$ cat config.mk
export PLATFORM = sky130hd
export DESIGN_NAME = ac97_voice_top
export DESIGN_NICKNAME = d
export VERILOG_FILES = /design/src/common/ac97_pkg.sv /design/src/verilog/debounce.sv /design/src/verilog/volume_control.sv /design/src/ac97/ac97_command_seq.sv /design/src/ac97/ac97_frame.sv /design/src/verilog/ac97_voice_top.sv
export SDC_FILE = /design/constraint.sdc
export NUM_CORES = 1
export LEC_CHECK = 0
export BUFFER_PORTS_ARGS = -buffer_cell sky130_fd_sc_hd__buf_2
export CAP_MARGIN = 0
export CORE_MARGIN = 5
export CORE_UTILIZATION = 56
export CTS_CLUSTER_DIAMETER = 60
export DETAILED_ROUTE_END_ITERATION = 8
export PLACE_DENSITY = 0.73
export SYNTH_ARGS = -nofsm -noshare
export SYNTH_HDL_FRONTEND = slang
export SYNTH_SLANG_ARGS = --single-unit
$ cat constraint.sdc
create_clock -name clock -period 3.55 [get_ports clock]
set_input_delay 0.355 -clock clock [delete_from_list [all_inputs] [get_ports clock]]
set_output_delay 0.355 -clock clock [all_outputs]
set_load 0.02 [all_outputs]
$ cat src/common/ac97_pkg.sv
package ac97_pkg;

  ////////////////////////////////////////////////////////////////////////////
  // widths and buttons
  ////////////////////////////////////////////////////////////////////////////

  localparam int BTN_UP      = 0;
  localparam int BTN_DOWN    = 1;
  localparam int NUM_BUTTONS = 2;

  typedef logic [4:0]             volume_t;
  typedef logic [7:0]             sample_t;
  typedef logic [19:0]            slot_t;
  typedef logic [7:0]             cmd_addr_t;
  typedef logic [15:0]            cmd_data_t;
  typedef logic [7:0]             bit_count_t;
  typedef logic [NUM_BUTTONS-1:0] button_vec_t;

  // one codec register access, 25 bits
  typedef struct packed {
    logic      valid;
    cmd_addr_t addr;
    cmd_data_t data;
  } ac97_cmd_t;

  // 16 steps, wraps from the last idle back to the first id read
  typedef enum logic [3:0] {
    STEP_READ_ID0, STEP_READ_ID1, STEP_IDLE2,     STEP_HP_VOL,
    STEP_IDLE4,    STEP_PCM_VOL,  STEP_REC_SEL,   STEP_REC_GAIN,
    STEP_IDLE8,    STEP_MIC_GAIN, STEP_BEEP_VOL,  STEP_GP_BYPASS,
    STEP_IDLE12,   STEP_IDLE13,   STEP_IDLE14,    STEP_IDLE15
  } cmd_step_t;

  localparam volume_t VOLUME_RESET = 5'd8;
  localparam volume_t VOLUME_MAX   = 5'd31;

  ////////////////////////////////////////////////////////////////////////////
  // frame layout, positions within the 256-bit frame
  ////////////////////////////////////////////////////////////////////////////

  localparam bit_count_t FRAME_LAST       = 8'd255;
  localparam bit_count_t SYNC_LAST        = 8'd15;
  localparam bit_count_t FRAME_STROBE_POS = 8'd128;
  localparam bit_count_t SLOT_CMD_ADDR    = 8'd16;
  localparam bit_count_t SLOT_CMD_DATA    = 8'd36;
  localparam bit_count_t SLOT_LEFT        = 8'd56;
  localparam bit_count_t SLOT_RIGHT       = 8'd76;
  localparam bit_count_t SLOT_END         = 8'd96;
  // codec input lags the output slot by one bit
  localparam bit_count_t RX_LEFT_FIRST    = 8'd57;
  localparam int         SLOT_BITS        = 20;

  // codec register map
  localparam cmd_addr_t REG_READ_ID  = 8'h80;
  localparam cmd_addr_t REG_HP_VOL   = 8'h04;
  localparam cmd_addr_t REG_PCM_VOL  = 8'h18;
  localparam cmd_addr_t REG_REC_SEL  = 8'h1A;
  localparam cmd_addr_t REG_REC_GAIN = 8'h1C;
  localparam cmd_addr_t REG_MIC_GAIN = 8'h0E;
  localparam cmd_addr_t REG_BEEP_VOL = 8'h0A;
  localparam cmd_addr_t REG_GP       = 8'h20;

  localparam cmd_data_t PCM_VOL_DATA   = 16'h0808;
  // record gain at max
  localparam cmd_data_t REC_GAIN_DATA  = 16'h0F0F;
  // +20 dB mic boost
  localparam cmd_data_t MIC_GAIN_DATA  = 16'h8048;
  localparam cmd_data_t BEEP_VOL_DATA  = 16'h0000;
  // pcm out bypasses the 3d mixer
  localparam cmd_data_t GP_BYPASS_DATA = 16'h8000;

  localparam logic [2:0] REC_SOURCE_MIC = 3'd0;

endpackage

$ cat src/verilog/debounce.sv
`timescale 1ns/10ps

module debounce #(
  parameter int debounce_cycles = 270000
) (
  input  logic clock,
  input  logic reset,
  input  logic noisy,
  output logic clean
);

  localparam int COUNT_W = $clog2(debounce_cycles + 1);

  typedef logic [COUNT_W-1:0] count_t;

  localparam count_t COUNT_LAST = count_t'(debounce_cycles);

  count_t count;
  // last level seen on the pin
  logic   held;

  always_ff @(posedge clock) begin
    if (reset) begin
      count <= '0;
      held  <= noisy;
      clean <= noisy;
    end else if (noisy != held) begin
      // input moved, restart the stable interval
      held  <= noisy;
      count <= '0;
    end else if (count == COUNT_LAST) begin
      clean <= held;
    end else begin
      count <= count + 1'b1;
    end
  end

endmodule

$ cat src/verilog/volume_control.sv
`timescale 1ns/10ps

module volume_control
  import ac97_pkg::*;
(
  input  logic        clock,
  input  logic        reset,
  input  button_vec_t clean_buttons,
  output volume_t     volume
);

  // clean levels one cycle back
  button_vec_t prev_buttons;
  button_vec_t rise;

  assign rise = clean_buttons & ~prev_buttons;

  always_ff @(posedge clock) begin
    if (reset) begin
      prev_buttons <= '0;
      volume       <= VOLUME_RESET;
    end else begin
      prev_buttons <= clean_buttons;
      // down edge has priority over up
      if (rise[BTN_DOWN]) begin
        // saturate at silence
        if (volume != '0) begin
          volume <= volume - 1'b1;
        end
      end else if (rise[BTN_UP]) begin
        // saturate at full scale
        if (volume != VOLUME_MAX) begin
          volume <= volume + 1'b1;
        end
      end
    end
  end

endmodule

$ cat src/ac97/ac97_command_seq.sv
`timescale 1ns/10ps

module ac97_command_seq
  import ac97_pkg::*;
(
  input  logic      clock,
  input  logic      reset,
  input  logic      frame_strobe,
  input  volume_t   volume,
  output ac97_cmd_t command
);

  cmd_step_t step;
  cmd_step_t step_next;
  // codec wants attenuation, not gain
  volume_t   atten;

  assign atten     = VOLUME_MAX - volume;
  // 4-bit add wraps IDLE15 back to READ_ID0
  assign step_next = cmd_step_t'(step + 1'b1);

  function automatic ac97_cmd_t step_command(cmd_step_t s, volume_t att);
    ac97_cmd_t cmd;
    // idle steps fall back to a harmless id read
    cmd.valid = 1'b1;
    cmd.addr  = REG_READ_ID;
    cmd.data  = '0;
    case (s)
      STEP_HP_VOL: begin
        cmd.addr = REG_HP_VOL;
        cmd.data = {3'b000, att, 3'b000, att};
      end
      STEP_PCM_VOL: begin
        cmd.addr = REG_PCM_VOL;
        cmd.data = PCM_VOL_DATA;
      end
      STEP_REC_SEL: begin
        // same source on both channels
        cmd.addr = REG_REC_SEL;
        cmd.data = {5'b00000, REC_SOURCE_MIC, 5'b00000, REC_SOURCE_MIC};
      end
      STEP_REC_GAIN: begin
        cmd.addr = REG_REC_GAIN;
        cmd.data = REC_GAIN_DATA;
      end
      STEP_MIC_GAIN: begin
        cmd.addr = REG_MIC_GAIN;
        cmd.data = MIC_GAIN_DATA;
      end
      STEP_BEEP_VOL: begin
        cmd.addr = REG_BEEP_VOL;
        cmd.data = BEEP_VOL_DATA;
      end
      STEP_GP_BYPASS: begin
        cmd.addr = REG_GP;
        cmd.data = GP_BYPASS_DATA;
      end
      default: begin
      end
    endcase
    return cmd;
  endfunction

  // command tracks volume every cycle, and the new step right after the strobe
  always_ff @(posedge clock) begin
    if (reset) begin
      step    <= STEP_READ_ID0;
      command <= '0;
    end else begin
      if (frame_strobe) begin
        step <= step_next;
      end
      command <= step_command(frame_strobe ? step_next : step, atten);
    end
  end

endmodule

$ cat src/ac97/ac97_frame.sv
`timescale 1ns/10ps

module ac97_frame
  import ac97_pkg::*;
#(
  parameter int reset_hold_cycles = 1024
) (
  input  logic      clock,
  input  logic      reset,
  input  ac97_cmd_t command,
  input  sample_t   audio_out_data,
  output logic      frame_strobe,
  output sample_t   audio_in_data,
  output logic      audio_reset_b,
  output logic      ac97_sync,
  output logic      ac97_sdata_out,
  input  logic      ac97_sdata_in
);

  localparam int HOLD_W = (reset_hold_cycles > 1) ? $clog2(reset_hold_cycles) : 1;

  typedef logic [HOLD_W-1:0] hold_count_t;

  localparam hold_count_t HOLD_LAST = hold_count_t'(reset_hold_cycles - 1);
  // bit_count runs one ahead of the pins, so rx edges shift by one
  localparam bit_count_t RX_SHIFT_FIRST = bit_count_t'(RX_LEFT_FIRST + 1);
  localparam bit_count_t RX_SHIFT_LAST  = bit_count_t'(RX_LEFT_FIRST + SLOT_BITS);

  hold_count_t hold_count;
  // position driven on the pins next cycle
  bit_count_t  bit_count;
  logic        l_cmd_valid;
  logic        l_pcm_valid;
  slot_t       l_cmd_addr;
  slot_t       l_cmd_data;
  // one word feeds both pcm slots
  slot_t       l_pcm;
  slot_t       rx_shift;
  logic        tx_bit;

  // msb-first bit of a slot word at frame position pos
  function automatic logic slot_bit(slot_t word, bit_count_t pos, bit_count_t start);
    bit_count_t offset;
    offset = pos - start;
    return word[SLOT_BITS - 1 - int'(offset)];
  endfunction

  ////////////////////////////////////////////////////////////////////////////
  // codec reset hold
  ////////////////////////////////////////////////////////////////////////////

  always_ff @(posedge clock) begin
    if (reset) begin
      hold_count    <= '0;
      audio_reset_b <= 1'b0;
    end else if (!audio_reset_b) begin
      if (hold_count == HOLD_LAST) begin
        audio_reset_b <= 1'b1;
      end else begin
        hold_count <= hold_count + 1'b1;
      end
    end
  end

  ////////////////////////////////////////////////////////////////////////////
  // frame serializer
  ////////////////////////////////////////////////////////////////////////////

  always_comb begin
    tx_bit = 1'b0;
    if (bit_count <= SYNC_LAST) begin
      // slot 0 tags
      case (bit_count[3:0])
        4'd0:       tx_bit = 1'b1;
        4'd1, 4'd2: tx_bit = l_cmd_valid;
        4'd3, 4'd4: tx_bit = l_pcm_valid;
        default:    tx_bit = 1'b0;
      endcase
    end else if (bit_count < SLOT_CMD_DATA) begin
      tx_bit = l_cmd_valid & slot_bit(l_cmd_addr, bit_count, SLOT_CMD_ADDR);
    end else if (bit_count < SLOT_LEFT) begin
      tx_bit = l_cmd_valid & slot_bit(l_cmd_data, bit_count, SLOT_CMD_DATA);
    end else if (bit_count < SLOT_RIGHT) begin
      tx_bit = l_pcm_valid & slot_bit(l_pcm, bit_count, SLOT_LEFT);
    end else if (bit_count < SLOT_END) begin
      tx_bit = l_pcm_valid & slot_bit(l_pcm, bit_count, SLOT_RIGHT);
    end
  end

  // counter held at 0 until the codec leaves reset
  always_ff @(posedge clock) begin
    if (reset || !audio_reset_b) begin
      bit_count      <= '0;
      ac97_sync      <= 1'b0;
      ac97_sdata_out <= 1'b0;
      frame_strobe   <= 1'b0;
      l_cmd_valid    <= 1'b0;
      l_pcm_valid    <= 1'b0;
    end else begin
      bit_count      <= bit_count + 1'b1;
      ac97_sync      <= (bit_count <= SYNC_LAST);
      frame_strobe   <= (bit_count == FRAME_STROBE_POS);
      ac97_sdata_out <= tx_bit;
      // tags for the next frame
      if (bit_count == FRAME_LAST) begin
        l_cmd_valid <= command.valid;
        l_pcm_valid <= 1'b1;
      end
    end
  end

  // slot words for the next frame, left justified
  always_ff @(posedge clock) begin
    if (bit_count == FRAME_LAST) begin
      l_cmd_addr <= {command.addr, 12'h000};
      l_cmd_data <= {command.data, 4'h0};
      l_pcm      <= {audio_out_data, 12'h000};
    end
  end

  ////////////////////////////////////////////////////////////////////////////
  // left input slot capture
  ////////////////////////////////////////////////////////////////////////////

  always_ff @(posedge clock) begin
    if (bit_count >= RX_SHIFT_FIRST && bit_count <= RX_SHIFT_LAST) begin
      rx_shift <= {rx_shift[SLOT_BITS-2:0], ac97_sdata_in};
    end
  end

  // last bit lands this edge, so take the top byte from the shifted view
  always_ff @(posedge clock) begin
    if (reset) begin
      audio_in_data <= '0;
    end else if (bit_count == RX_SHIFT_LAST) begin
      audio_in_data <= rx_shift[SLOT_BITS-2 -: $bits(sample_t)];
    end
  end

endmodule

$ cat src/verilog/ac97_voice_top.sv
`timescale 1ns/10ps

module ac97_voice_top
  import ac97_pkg::*;
#(
  parameter int debounce_cycles   = 270000,
  parameter int reset_hold_cycles = 1024
) (
  input  logic        clock,
  input  logic        reset,
  input  button_vec_t buttons,
  input  sample_t     audio_out_data,
  output sample_t     audio_in_data,
  output volume_t     volume,
  output logic        audio_reset_b,
  output logic        ac97_sync,
  output logic        ac97_sdata_out,
  input  logic        ac97_sdata_in
);

  button_vec_t clean_buttons;
  logic        frame_strobe;
  ac97_cmd_t   command;

  // one filter per push button
  for (genvar i = 0; i < NUM_BUTTONS; i++) begin : g_debounce
    debounce #(
      .debounce_cycles(debounce_cycles)
    ) debounce0 (
      .clock(clock),
      .reset(reset),
      .noisy(buttons[i]),
      .clean(clean_buttons[i])
    );
  end

  volume_control volume_control0 (
    .clock(clock),
    .reset(reset),
    .clean_buttons(clean_buttons),
    .volume(volume)
  );

  // register writes, one per frame strobe
  ac97_command_seq ac97_command_seq0 (
    .clock(clock),
    .reset(reset),
    .frame_strobe(frame_strobe),
    .volume(volume),
    .command(command)
  );

  ac97_frame #(
    .reset_hold_cycles(reset_hold_cycles)
  ) ac97_frame0 (
    .clock(clock),
    .reset(reset),
    .command(command),
    .audio_out_data(audio_out_data),
    .frame_strobe(frame_strobe),
    .audio_in_data(audio_in_data),
    .audio_reset_b(audio_reset_b),
    .ac97_sync(ac97_sync),
    .ac97_sdata_out(ac97_sdata_out),
    .ac97_sdata_in(ac97_sdata_in)
  );

endmodule

Yosys cells after proc, flatten, opt, wreduce, memory -nomap -nowiden

Index checks and enable logic that the tools add are counted.

Bits of input ports: 13
Register bits after elaboration: 161
Word-level logic and storage cells: 139
Output and inout bits: 16

Bitwise gates (word level): 8
Reduce and logical (&&, ||, !) cells: 19
$lt $le $gt $ge: 11
Muxes and demuxes: 37
Equal/unequal tests: 23
$add $sub $neg: 16

Operator list:

| cell                                                                                 | number |
|---|---|
| 24-bit case mux with 7 select lines                                                  | 1 |
| 32-bit by 7-bit less-than comparator with 1-bit output (second input constant)       | 4 |
| 19-bit by 1-bit adder with 19-bit output (second input constant)                     | 2 |
| 19-bit equality test (second input constant)                                         | 2 |
| 5-bit by 8-bit subtractor with 9-bit output (first input constant)                   | 4 |
| 1-bit 2-to-1 mux                                                                     | 25 |
| 25-bit 2-to-1 mux                                                                    | 1 |
| 1-bit binary-select mux with 5-bit select                                            | 4 |
| 5-bit 2-to-1 mux                                                                     | 4 |
| 4-bit by 3-bit equality test with 1-bit output (second input constant)               | 4 |
| 8-bit equality test (second input constant)                                          | 2 |
| 8-bit by 6-bit less-than comparator with 1-bit output (second input constant)        | 2 |
| 8-bit by 7-bit less-than comparator with 1-bit output (second input constant)        | 2 |
| 8-bit by 6-bit subtractor with 8-bit output (second input constant)                  | 2 |
| 4-bit by 2-bit equality test with 1-bit output (second input constant)               | 3 |
| 4-bit equality test (second input constant)                                          | 3 |
| 2-bit nonzero test                                                                   | 6 |
| 10-bit by 1-bit adder with 10-bit output (second input constant)                     | 1 |
| 10-bit equality test (second input constant)                                         | 1 |
| 8-bit by 1-bit adder with 8-bit output (second input constant)                       | 1 |
| 8-bit by 7-bit equality test with 1-bit output (second input constant)               | 1 |
| 8-bit by 6-bit greater-or-equal comparator with 1-bit output (second input constant) | 1 |
| 8-bit by 4-bit <= comparator with 1-bit output (second input constant)               | 1 |
| 8-bit by 7-bit <= comparator with 1-bit output (second input constant)               | 1 |
| 24 further kinds                                                                     | 36 |

Depth between registers and ports, before layout

Gate-level depths: netlist of the first run.

Depth after elaboration: 11
Gate-level depth with buffers: 9
Gate-level depth less buffers: 8

By module

A second synthesis of the first run with hierarchy kept.

Cell total of the unflattened synthesis: 608
Area, all modules: 6,703.9 um^2

Modules (own cells, without submodules):

| module           | instances | cells an instance | area an instance (um^2) |
|---|---|---|---|
| ac97_frame       | 1         | 252               | 3,444.6 |
| debounce         | 2         | 113               | 1,021.0 |
| ac97_command_seq | 1         | 77                | 749.5 |
| volume_control   | 1         | 53                | 467.9 |

Worst setup path after synthesis of the first run

Ideal clock, no wire load.

Path kind: reg2reg
From: register ac97_frame0.bit_count[4]
To: register ac97_frame0.l_cmd_valid
Path slack: 994 ps
Clock period less this slack: 2,556 ps
Stages on the path, launching flop included: 7
Data required time: 3,422 ps
Arrival time: 2,429 ps
Path through: dfxtp_1 clkbuf_1 clkbuf_1 nand4_1 nor2_1 mux2i_1 nor2_1

Longest elaborated chain between the ends: 1

RTL lines:

| what                   | line              | text |
|---|---|---|
| start, declared        | ac97_frame.sv:31  | `bit_count_t bit_count;` |
| start signal, assigned | ac97_frame.sv:100 | `bit_count <= bit_count + 1'b1;` |
| 8-bit equality test    | ac97_frame.sv:105 | `if (bit_count == FRAME_LAST) begin` |
| end signal, assigned   | ac97_frame.sv:106 | `l_cmd_valid <= command.valid;` |
| end, declared          | ac97_frame.sv:32  | `logic l_cmd_valid;` |

Every way passes these cells.
A chain may end at the register's enable or synchronous reset.

Worst setup path in the final report of the first run

From: register ac97_frame0.bit_count[2]
To: register ac97_frame0.ac97_sdata_out

Longest elaborated chain between the ends: 11
Elaborated cells between the ends (all ways): 42

RTL lines:

| what                                                 | line              | text |
|---|---|---|
| 8-bit by 7-bit subtractor with 8-bit output          | ac97_frame.sv:44  | `offset = pos - start;` |
| 5-bit by 8-bit subtractor with 9-bit output          | ac97_frame.sv:45  | `return word[SLOT_BITS - 1 - int'(offset)];` |
| 1-bit binary-select mux with 5-bit select            | ac97_frame.sv:45  |  |
| 1-bit 2-to-1 mux (not written as such) (2 in series) | ac97_frame.sv:45  |  |
| 1-bit bitwise AND                                    | ac97_frame.sv:86  | `tx_bit = l_pcm_valid & slot_bit(l_pcm, bit_count, SLOT_RIGHT);` |
| 1-bit 2-to-1 mux                                     | ac97_frame.sv:85  | `end else if (bit_count < SLOT_END) begin` |
| 1-bit 2-to-1 mux                                     | ac97_frame.sv:83  | `end else if (bit_count < SLOT_RIGHT) begin` |
| 1-bit 2-to-1 mux                                     | ac97_frame.sv:81  | `end else if (bit_count < SLOT_LEFT) begin` |
| 1-bit 2-to-1 mux                                     | ac97_frame.sv:79  | `end else if (bit_count < SLOT_CMD_DATA) begin` |
| 1-bit 2-to-1 mux *                                   | ac97_frame.sv:71  | `if (bit_count <= SYNC_LAST) begin` |
| end signal, assigned                                 | ac97_frame.sv:103 | `ac97_sdata_out <= tx_bit;` |
| end, declared                                        | ac97_frame.sv:16  | `output logic ac97_sdata_out,` |

Mark *: on every way between the ends. The rest lies on a longest branch, timed or not. The select of a mux whose other input is x is not followed.

==> flow_metrics.tcl, run 1 <==
set metrics [dict create \
    status "completed" \
    cts.sinks 141 \
    crit_required_ns 3.97 \
    drv_cap 0 \
    synth_compound_area_share_pct 6.92 \
    grt_pass1_wl_um 19300 \
    seq_area_frac_synth_pct 54.2 \
    rows 38 \
    worstHoldPathCells 1 \
    ys_warn_count 0 \
    grt_max_degree 34 \
    clock_latency_ns 0.53 \
    synth.most_common_cell "dfxtp_1" \
    grt_usage_pct 18.7 \
    die-area_um2 13000 \
    min_to "g_debounce[0].debounce0.held$_DFFE_PP_" \
    syn_inst 580 \
    ir_drop_mv 0.402 \
    drt-pass1-iter-count 5 \
    ff2ff_path_depth 7 \
    dp_hpwl_um 7460 \
    cts-root-buf "clkbuf_8" \
    start_util_pct 56.4 \
    die_h_um 114 \
    setup_ws_ns 0.862 \
    cp_cell_sequence "inv_1 -> ha_1 -> mux2i_1 -> nor4_1 -> or4_1 -> a41o_1 -> o41a_1" \
    synth_common_cells "dfxtp_1 (96), nor2_1 (80), edfxtp_1 (45), nand2_1 (41), xnor2_1 (33)" \
    ys.flop_type "dfxtp_1" \
    placed_cell_area_um2 6300 \
    skew_ns 0.00856 \
    cp_max_fo 12 \
    cts_resized 0 \
    worstMarginPinSlew_ns 0.680 \
    worstPathArrival_ns 3.10 \
    fp.dieW_um 114 \
    routed-via-count 4303 \
    gp_congestion 0.880 \
    antenna_found_initial 0 \
    hold_start "buttons[0]" \
    viasPerCell 5.57 \
    cts.clk_slew.worst_paths_ns 0.06 \
    async_reset_ff_share_pct 0 \
    cts_hold_buffers 9 \
    cp-start-kind "flip-flop" \
    period_needed_ns 2.69 \
    drv_slew 0 \
    avgSynthCellArea_um2 10.4 \
    syn-num-nets 615 \
    cp.depth 7 \
    setup_tns_ns 0 \
    rsz0062_at_grt "no" \
    period_share_pct 75.7 \
    yosys.area_share.adder_pct 4.68 \
    setup-violations-final 0 \
    fin_area_um2 6970 \
    r2r_setup_slack_ns 0.86 \
    crit_path_max_incr_delay_ns 0.57 \
    wl_per_cell_um 14.4 \
    drtIter0Drc 253 \
    cts_buffers 17 \
    synth_top_cell_area_share_pct 31.8 \
    ys_seq_elements 141 \
    grt_pass1_vias 4281 \
    min_path_type "in -> reg" \
    slowest_stage "dfxtp_1" \
    layout-drive-gt1-share_pct 12.0 \
    p_leak_nw 2.50 \
    fmax_ghz 0.372 \
    dp_slack_ns 0.952 \
    end_kind "flip-flop" \
    synth-edff-count 45 \
    yosysUniqueCellTypes 56 \
    synth.area.mux_share_pct 4.64 \
    synthTopCellsByArea "dfxtp_1 (32%), edfxtp_1 (22%), nor2_1 (5.0%)" \
    path_buf_inv 1 \
    htree_num_levels 4 \
    power_mw 3.64 \
    cts_setup_buffers 0 \
    synth_top_family_by_area "simple AND/OR/NAND/NOR gates" \
    synthXorXnorAreaFrac_pct 7.54 \
    regToRegStartpoint "ac97_frame0.bit_count[2]$_SDFF_PP0_" \
    netlist_area_um2 6040 \
    worstSetupPathType "reg -> reg" \
    port_buffers 28 \
    wl_um 11100 \
    finalHoldViolCount 0 \
    maxSlewHeadroom_pct 54.3 \
    areaGrowthSynthToFinish_pct 15.5 \
    r2r_end "ac97_frame0.ac97_sdata_out$_SDFF_PP0_" \
    cts_tree "built" \
    drcViolationCount 0 \
    power_density_nw_per_um2 522 \
    crit_family "flip-flops" \
    clk_path_buf_depth 2 \
    grt_overflow 0 \
    synth_top_area_cell "dfxtp_1" \
    ant_nets 0 \
    synth-simple-area-share_pct 19.2 \
    finalNetCount 654 \
    ios 29 \
    design.core.area_um2 10700 \
]
report_power, final:
group          leakage [nW]  switching (mW)  internal (mW)
clock                 0.286           0.672           1.07
sequential             1.17          0.0297           1.68
combinational          1.04           0.106         0.0824
cell usage in the layout (no fill, tap or decap), drive strengths merged, types with 19 or more instances in the layout:
cell and count:
buf 31, nor2 80, xnor2 33, nand2 41
ha 21, mux2i 19, inv 26, a21oi 29
xor2 19, dfxtp 96, edfxtp 45
worst max path at each step:
stage / start / endpoint / slack [ns]
2_1_floorplan: ac97_frame0.bit_count[4]$_SDFF_PP0_ / ac97_frame0.l_cmd_valid$_SDFFE_PP0N_ / 0.99
3_3_place_gp: ac97_frame0.bit_count[2]$_SDFF_PP0_ / ac97_frame0.ac97_sdata_out$_SDFF_PP0_ / 1.07
3_5_place_dp: ac97_frame0.bit_count[2]$_SDFF_PP0_ / ac97_frame0.ac97_sdata_out$_SDFF_PP0_ / 0.95
4_1_cts: ac97_frame0.bit_count[2]$_SDFF_PP0_ / ac97_frame0.ac97_sdata_out$_SDFF_PP0_ / 0.91
5_1_grt: ac97_frame0.bit_count[2]$_SDFF_PP0_ / ac97_frame0.ac97_sdata_out$_SDFF_PP0_ / 0.68
6_report: ac97_frame0.bit_count[2]$_SDFF_PP0_ / ac97_frame0.ac97_sdata_out$_SDFF_PP0_ / 0.86
sequential cells by signal (all words and copies together) (netlist names), 2 cells and up:
register	count
g_debounce.debounce0.count	38
ac97_frame0.rx_shift	19
ac97_command_seq0.command	15
ac97_frame0.hold_count	10
ac97_frame0.audio_in_data	8
ac97_frame0.bit_count	8
ac97_frame0.l_cmd_data	8
ac97_frame0.l_pcm	8
ac97_frame0.l_cmd_addr	6
volume_control0.volume	5
ac97_command_seq0.step	4
g_debounce.debounce0.clean	2
g_debounce.debounce0.held	2
volume_control0.prev_buttons	2
metal layers:
layer,GRT usage (%),part of all wire [%],up-vias
li1,-,-,2131
met2,31.7,51,73
met1,21.5,43,2068
met3,5.94,4.0,31
met5,0,0,-
met4,8.79,2.7,0
per-stage QoR:
stage               utilization, %  hold slack, ns  instances
floorplan                        -           0.386        580
global placement              58.9           0.386        731
detailed placement            58.9           0.389        731
CTS                           65.2          0.0174        772
global route                  65.2          0.0185        772
finish                        65.2          0.0452        773
worst reg2reg max path, stage by stage (launching register included):
cell and delay [ns]:
dfxtp_1 0.57, inv_1 0.26, ha_1 0.52, mux2i_1 0.22, nor4_1 0.06, or4_1 0.42
a41o_1 0.23, o41a_1 0.30
logic make-up (layout without fill, tap and decap cells):
family,after synthesis,count (layout)
other,0,1
xor gates and xnor gates,52,52
AOI/OAI and AO/OA,68,68
buffers and inverters,43,95
and+or+nand+nor,229,229
DFF,141,141
adders and majority gates,22,22
muxes,25,25
area by class of cell:
| cell class | count | area (um^2) |
|---|---|---|
| multi-input combinational | 396 | 2600 |
| clock inverter | 15 | 170 |
| sequential | 141 | 3270 |
| tap | 140 | 175 |
| inverter | 23 | 86.3 |
| fill | 857 | 3720 |
| clock buffer | 17 | 414 |
| antenna | 1 | 2.50 |
| timing repair buffer | 40 | 253 |
Power figures use the tool's default switching activity.
==> inputs of run 2 (changes only) <==
--- a/config.mk
+++ b/config.mk
@@ -5,6 +5,7 @@
 export SDC_FILE = /design/constraint.sdc
 export NUM_CORES = 1
 export LEC_CHECK = 0
+export ABC_AREA = 1
 export BUFFER_PORTS_ARGS = -buffer_cell sky130_fd_sc_hd__buf_2
 export CAP_MARGIN = 0
 export CORE_MARGIN = 5
==> constraint.sdc (replaced) <==
create_clock -name clock -period 2.6 [get_ports clock]
set_input_delay 0.26 -clock clock [delete_from_list [all_inputs] [get_ports clock]]
set_output_delay 0.26 -clock clock [all_outputs]
set_load 0.02 [all_outputs]
==> run 2 against run 1 <==
Setup slack got worse by 0.50 ns. Sequential cell count is the same. Synthesized cell count rose by 26%. Clock skew shrank 0.0018 ns. Sequential share of layout area fell by 1.2 points. Clock-buffer cell count is 1 higher. Power is 31% higher.
==> flow_metrics.tcl, run 2 <==
set metrics [dict create \
    status "completed" \
    synth_top_area_cell "dfxtp_1" \
    synthTopCellsByArea "dfxtp_1 (31%), edfxtp_1 (22%), nand2_1 (9.1%)" \
    insertedDiodeCount 0 \
    routed-via-count 4796 \
    cts.clk_slew.worst_paths_ns 0.06 \
    top_register "g_debounce.debounce0.count" \
    p_leak_nw 2.82 \
    cts.sinks 141 \
    hold_slack_ns 0.156 \
    grt_usage_pct 19.3 \
    design.core.area_um2 10800 \
    rows 38 \
    largest_register_ffs 38 \
    cp_max_fo 19 \
    dp_hpwl_um 8370 \
    finalHoldViolCount 0 \
    drv_slew 0 \
    grt_overflow 0 \
    end_kind "flip-flop" \
    grt_max_degree 30 \
    ios 29 \
    worstMarginPinSlew_ns 0.524 \
    die-area_um2 13200 \
    drtIter0Drc 314 \
    skew_ns 0.00672 \
    async_reset_ff_share_pct 0 \
    clock_latency_ns 0.52 \
    drcViolationCount 0 \
    placed_cell_area_um2 6500 \
    rsz0062_at_grt "no" \
    netlist_area_um2 6170 \
    worstPathArrival_ns 2.50 \
    cts_buffers 17 \
    clk_path_buf_depth 2 \
    mostFrequentLayoutCells "nand2_1 (150), dfxtp_1 (96), nor2_1 (94)" \
    fmax_ghz 0.447 \
    top_regs "g_debounce.debounce0.count: 38 flops, ac97_frame0.rx_shift: 19 flops, ac97_command_seq0.command: 15 flops" \
    period_needed_ns 2.24 \
    ant_nets 0 \
    grt_pass1_wl_um 20500 \
    wl_per_cell_um 12.4 \
    setup_ws_ns 0.361 \
    ys.flop_type "dfxtp_1" \
    syn_inst 729 \
    avgSynthCellArea_um2 8.47 \
    final_common_cell "nand2_1" \
    synth_top_cell_area_share_pct 31.1 \
    period_share_pct 86.1 \
    finalNetCount 818 \
    cts_setup_buffers 0 \
    synth_common_cells "nand2_1 (150), dfxtp_1 (96), nor2_1 (95), inv_1 (79), a21oi_1 (55)" \
    dp_slack_ns 0.407 \
    die_h_um 115 \
    cts_resized 0 \
    synth-edff-count 45 \
    ys_warn_count 0 \
    cts_hold_buffers 11 \
    fin_area_um2 7150 \
    antenna_found_initial 0 \
    crit_required_ns 2.86 \
    start_util_pct 57.0 \
    areaGrowthSynthToFinish_pct 15.9 \
    wl_um 11600 \
    viasPerCell 5.12 \
    worstSetupPathType "reg -> reg" \
    layout-drive-gt1-share_pct 10.4 \
    cp-start-kind "flip-flop" \
    setup_tns_ns 0 \
    gp_congestion 0.892 \
    cts_tree "built" \
    ys_seq_elements 141 \
    htree_num_levels 4 \
    ir_drop_mv 0.746 \
    seq_area_frac_synth_pct 53.0 \
    cts-root-buf "clkbuf_8" \
    yosysUniqueCellTypes 40 \
    fp.dieW_um 115 \
    min_path_type "in -> reg" \
    port_buffers 28 \
    drv_cap 0 \
    maxSlewHeadroom_pct 65.0 \
    grt_pass1_vias 4699 \
    power_density_nw_per_um2 668 \
    setup-violations-final 0 \
    syn-num-nets 764 \
    synth.most_common_cell "nand2_1" \
    drt-pass1-iter-count 5 \
]
==> run 2: cell count changes after synthesis, sizes merged, moves of 10 or more <==
cell and change:
nand2 +111, and3 -10, a21oi +26, clkbuf -12, xnor2 -23, inv +58, nor3 +11, o21ai +31
mux2i -19, nand3 +17, nor2 +21
==> run 2: cell families after synthesis <==
family                   Yosys count  synth area share (%)
AND/OR/NAND/NOR                  337                  23.6
flip-flops                       141                  53.0
AO/OA/AOI/OAI                    111                  9.40
buffers and inverters             93                  5.75
XOR/XNOR                          25                  3.67
adder cells (fa/ha/maj)           22                  4.58
==> run 2: through the flow <==
stage,util [%],power (mW),cells
2_1_floorplan,-,2.53,729
3_3_place_gp,59.9,2.59,893
3_5_place_dp,59.9,2.60,893
4_1_cts,66.0,4.82,936
5_1_grt,66.0,4.97,936
6_report,66.0,4.78,936
==> run 2: power breakdown <==
| part | internal, mW | switching [mW] | leakage, nW | total (mW) |
|---|---|---|---|---|
| logic | 0.0900 | 0.145 | 1.37 | 0.235 |
| clock network | 1.34 | 0.871 | 0.253 | 2.21 |
| registers | 2.30 | 0.0322 | 1.19 | 2.33 |
| total | 3.73 | 1.05 | 2.82 | 4.78 |
==> run 2: worst max-delay path, stage by stage (launching register included) <==
cell and delay [ns]:
dfxtp_1 0.48, inv_1 0.18, ha_1 0.25, nand4_1 0.24
clkinv_1 0.29, nor3_1 0.24, nor3_2 0.07, buf_4 0.22
==> run 2: path summary, 6_finish.rpt <==
kind,startpoint,endpoint,slack [ns],cells after the start
worst max-delay path,ac97_frame0.bit_count[1]$_SDFF_PP0_,ac97_frame0.rx_shift[6]$_DFFE_PP_,0.36,7
worst min-delay path,reset,g_debounce[0].debounce0.count[7]$_SDFFE_PP0N_,0.16,4
worst max register to register,ac97_frame0.bit_count[1]$_SDFF_PP0_,ac97_frame0.rx_shift[6]$_DFFE_PP_,0.36,7
worst min register to register,ac97_command_seq0.command[23]$_SDFF_PP0_,ac97_frame0.l_cmd_addr[19]$_DFFE_PN_,0.40,0
==> run 2: per-layer routing <==
| metal | up-vias | GRT usage [%] | routed length, um |
|---|---|---|---|
| li1 | 2502 | - | - |
| met1 | 2204 | 22.3 | 5050 |
| met2 | 71 | 32.9 | 5850 |
| met3 | 19 | 5.89 | 497 |
| met4 | 0 | 8.61 | 186 |
| met5 | - | 0 | 0 |
==> run 2: area by class of cell <==
class | instances | area [um^2]
Fill cell | 897 | 3690
Sequential cell | 141 | 3270
Multi-Input combinational cell | 495 | 2550
Clock buffer | 18 | 418
Inverter | 83 | 312
Timing Repair Buffer | 45 | 295
Tap cell | 140 | 175
Clock inverter | 14 | 128
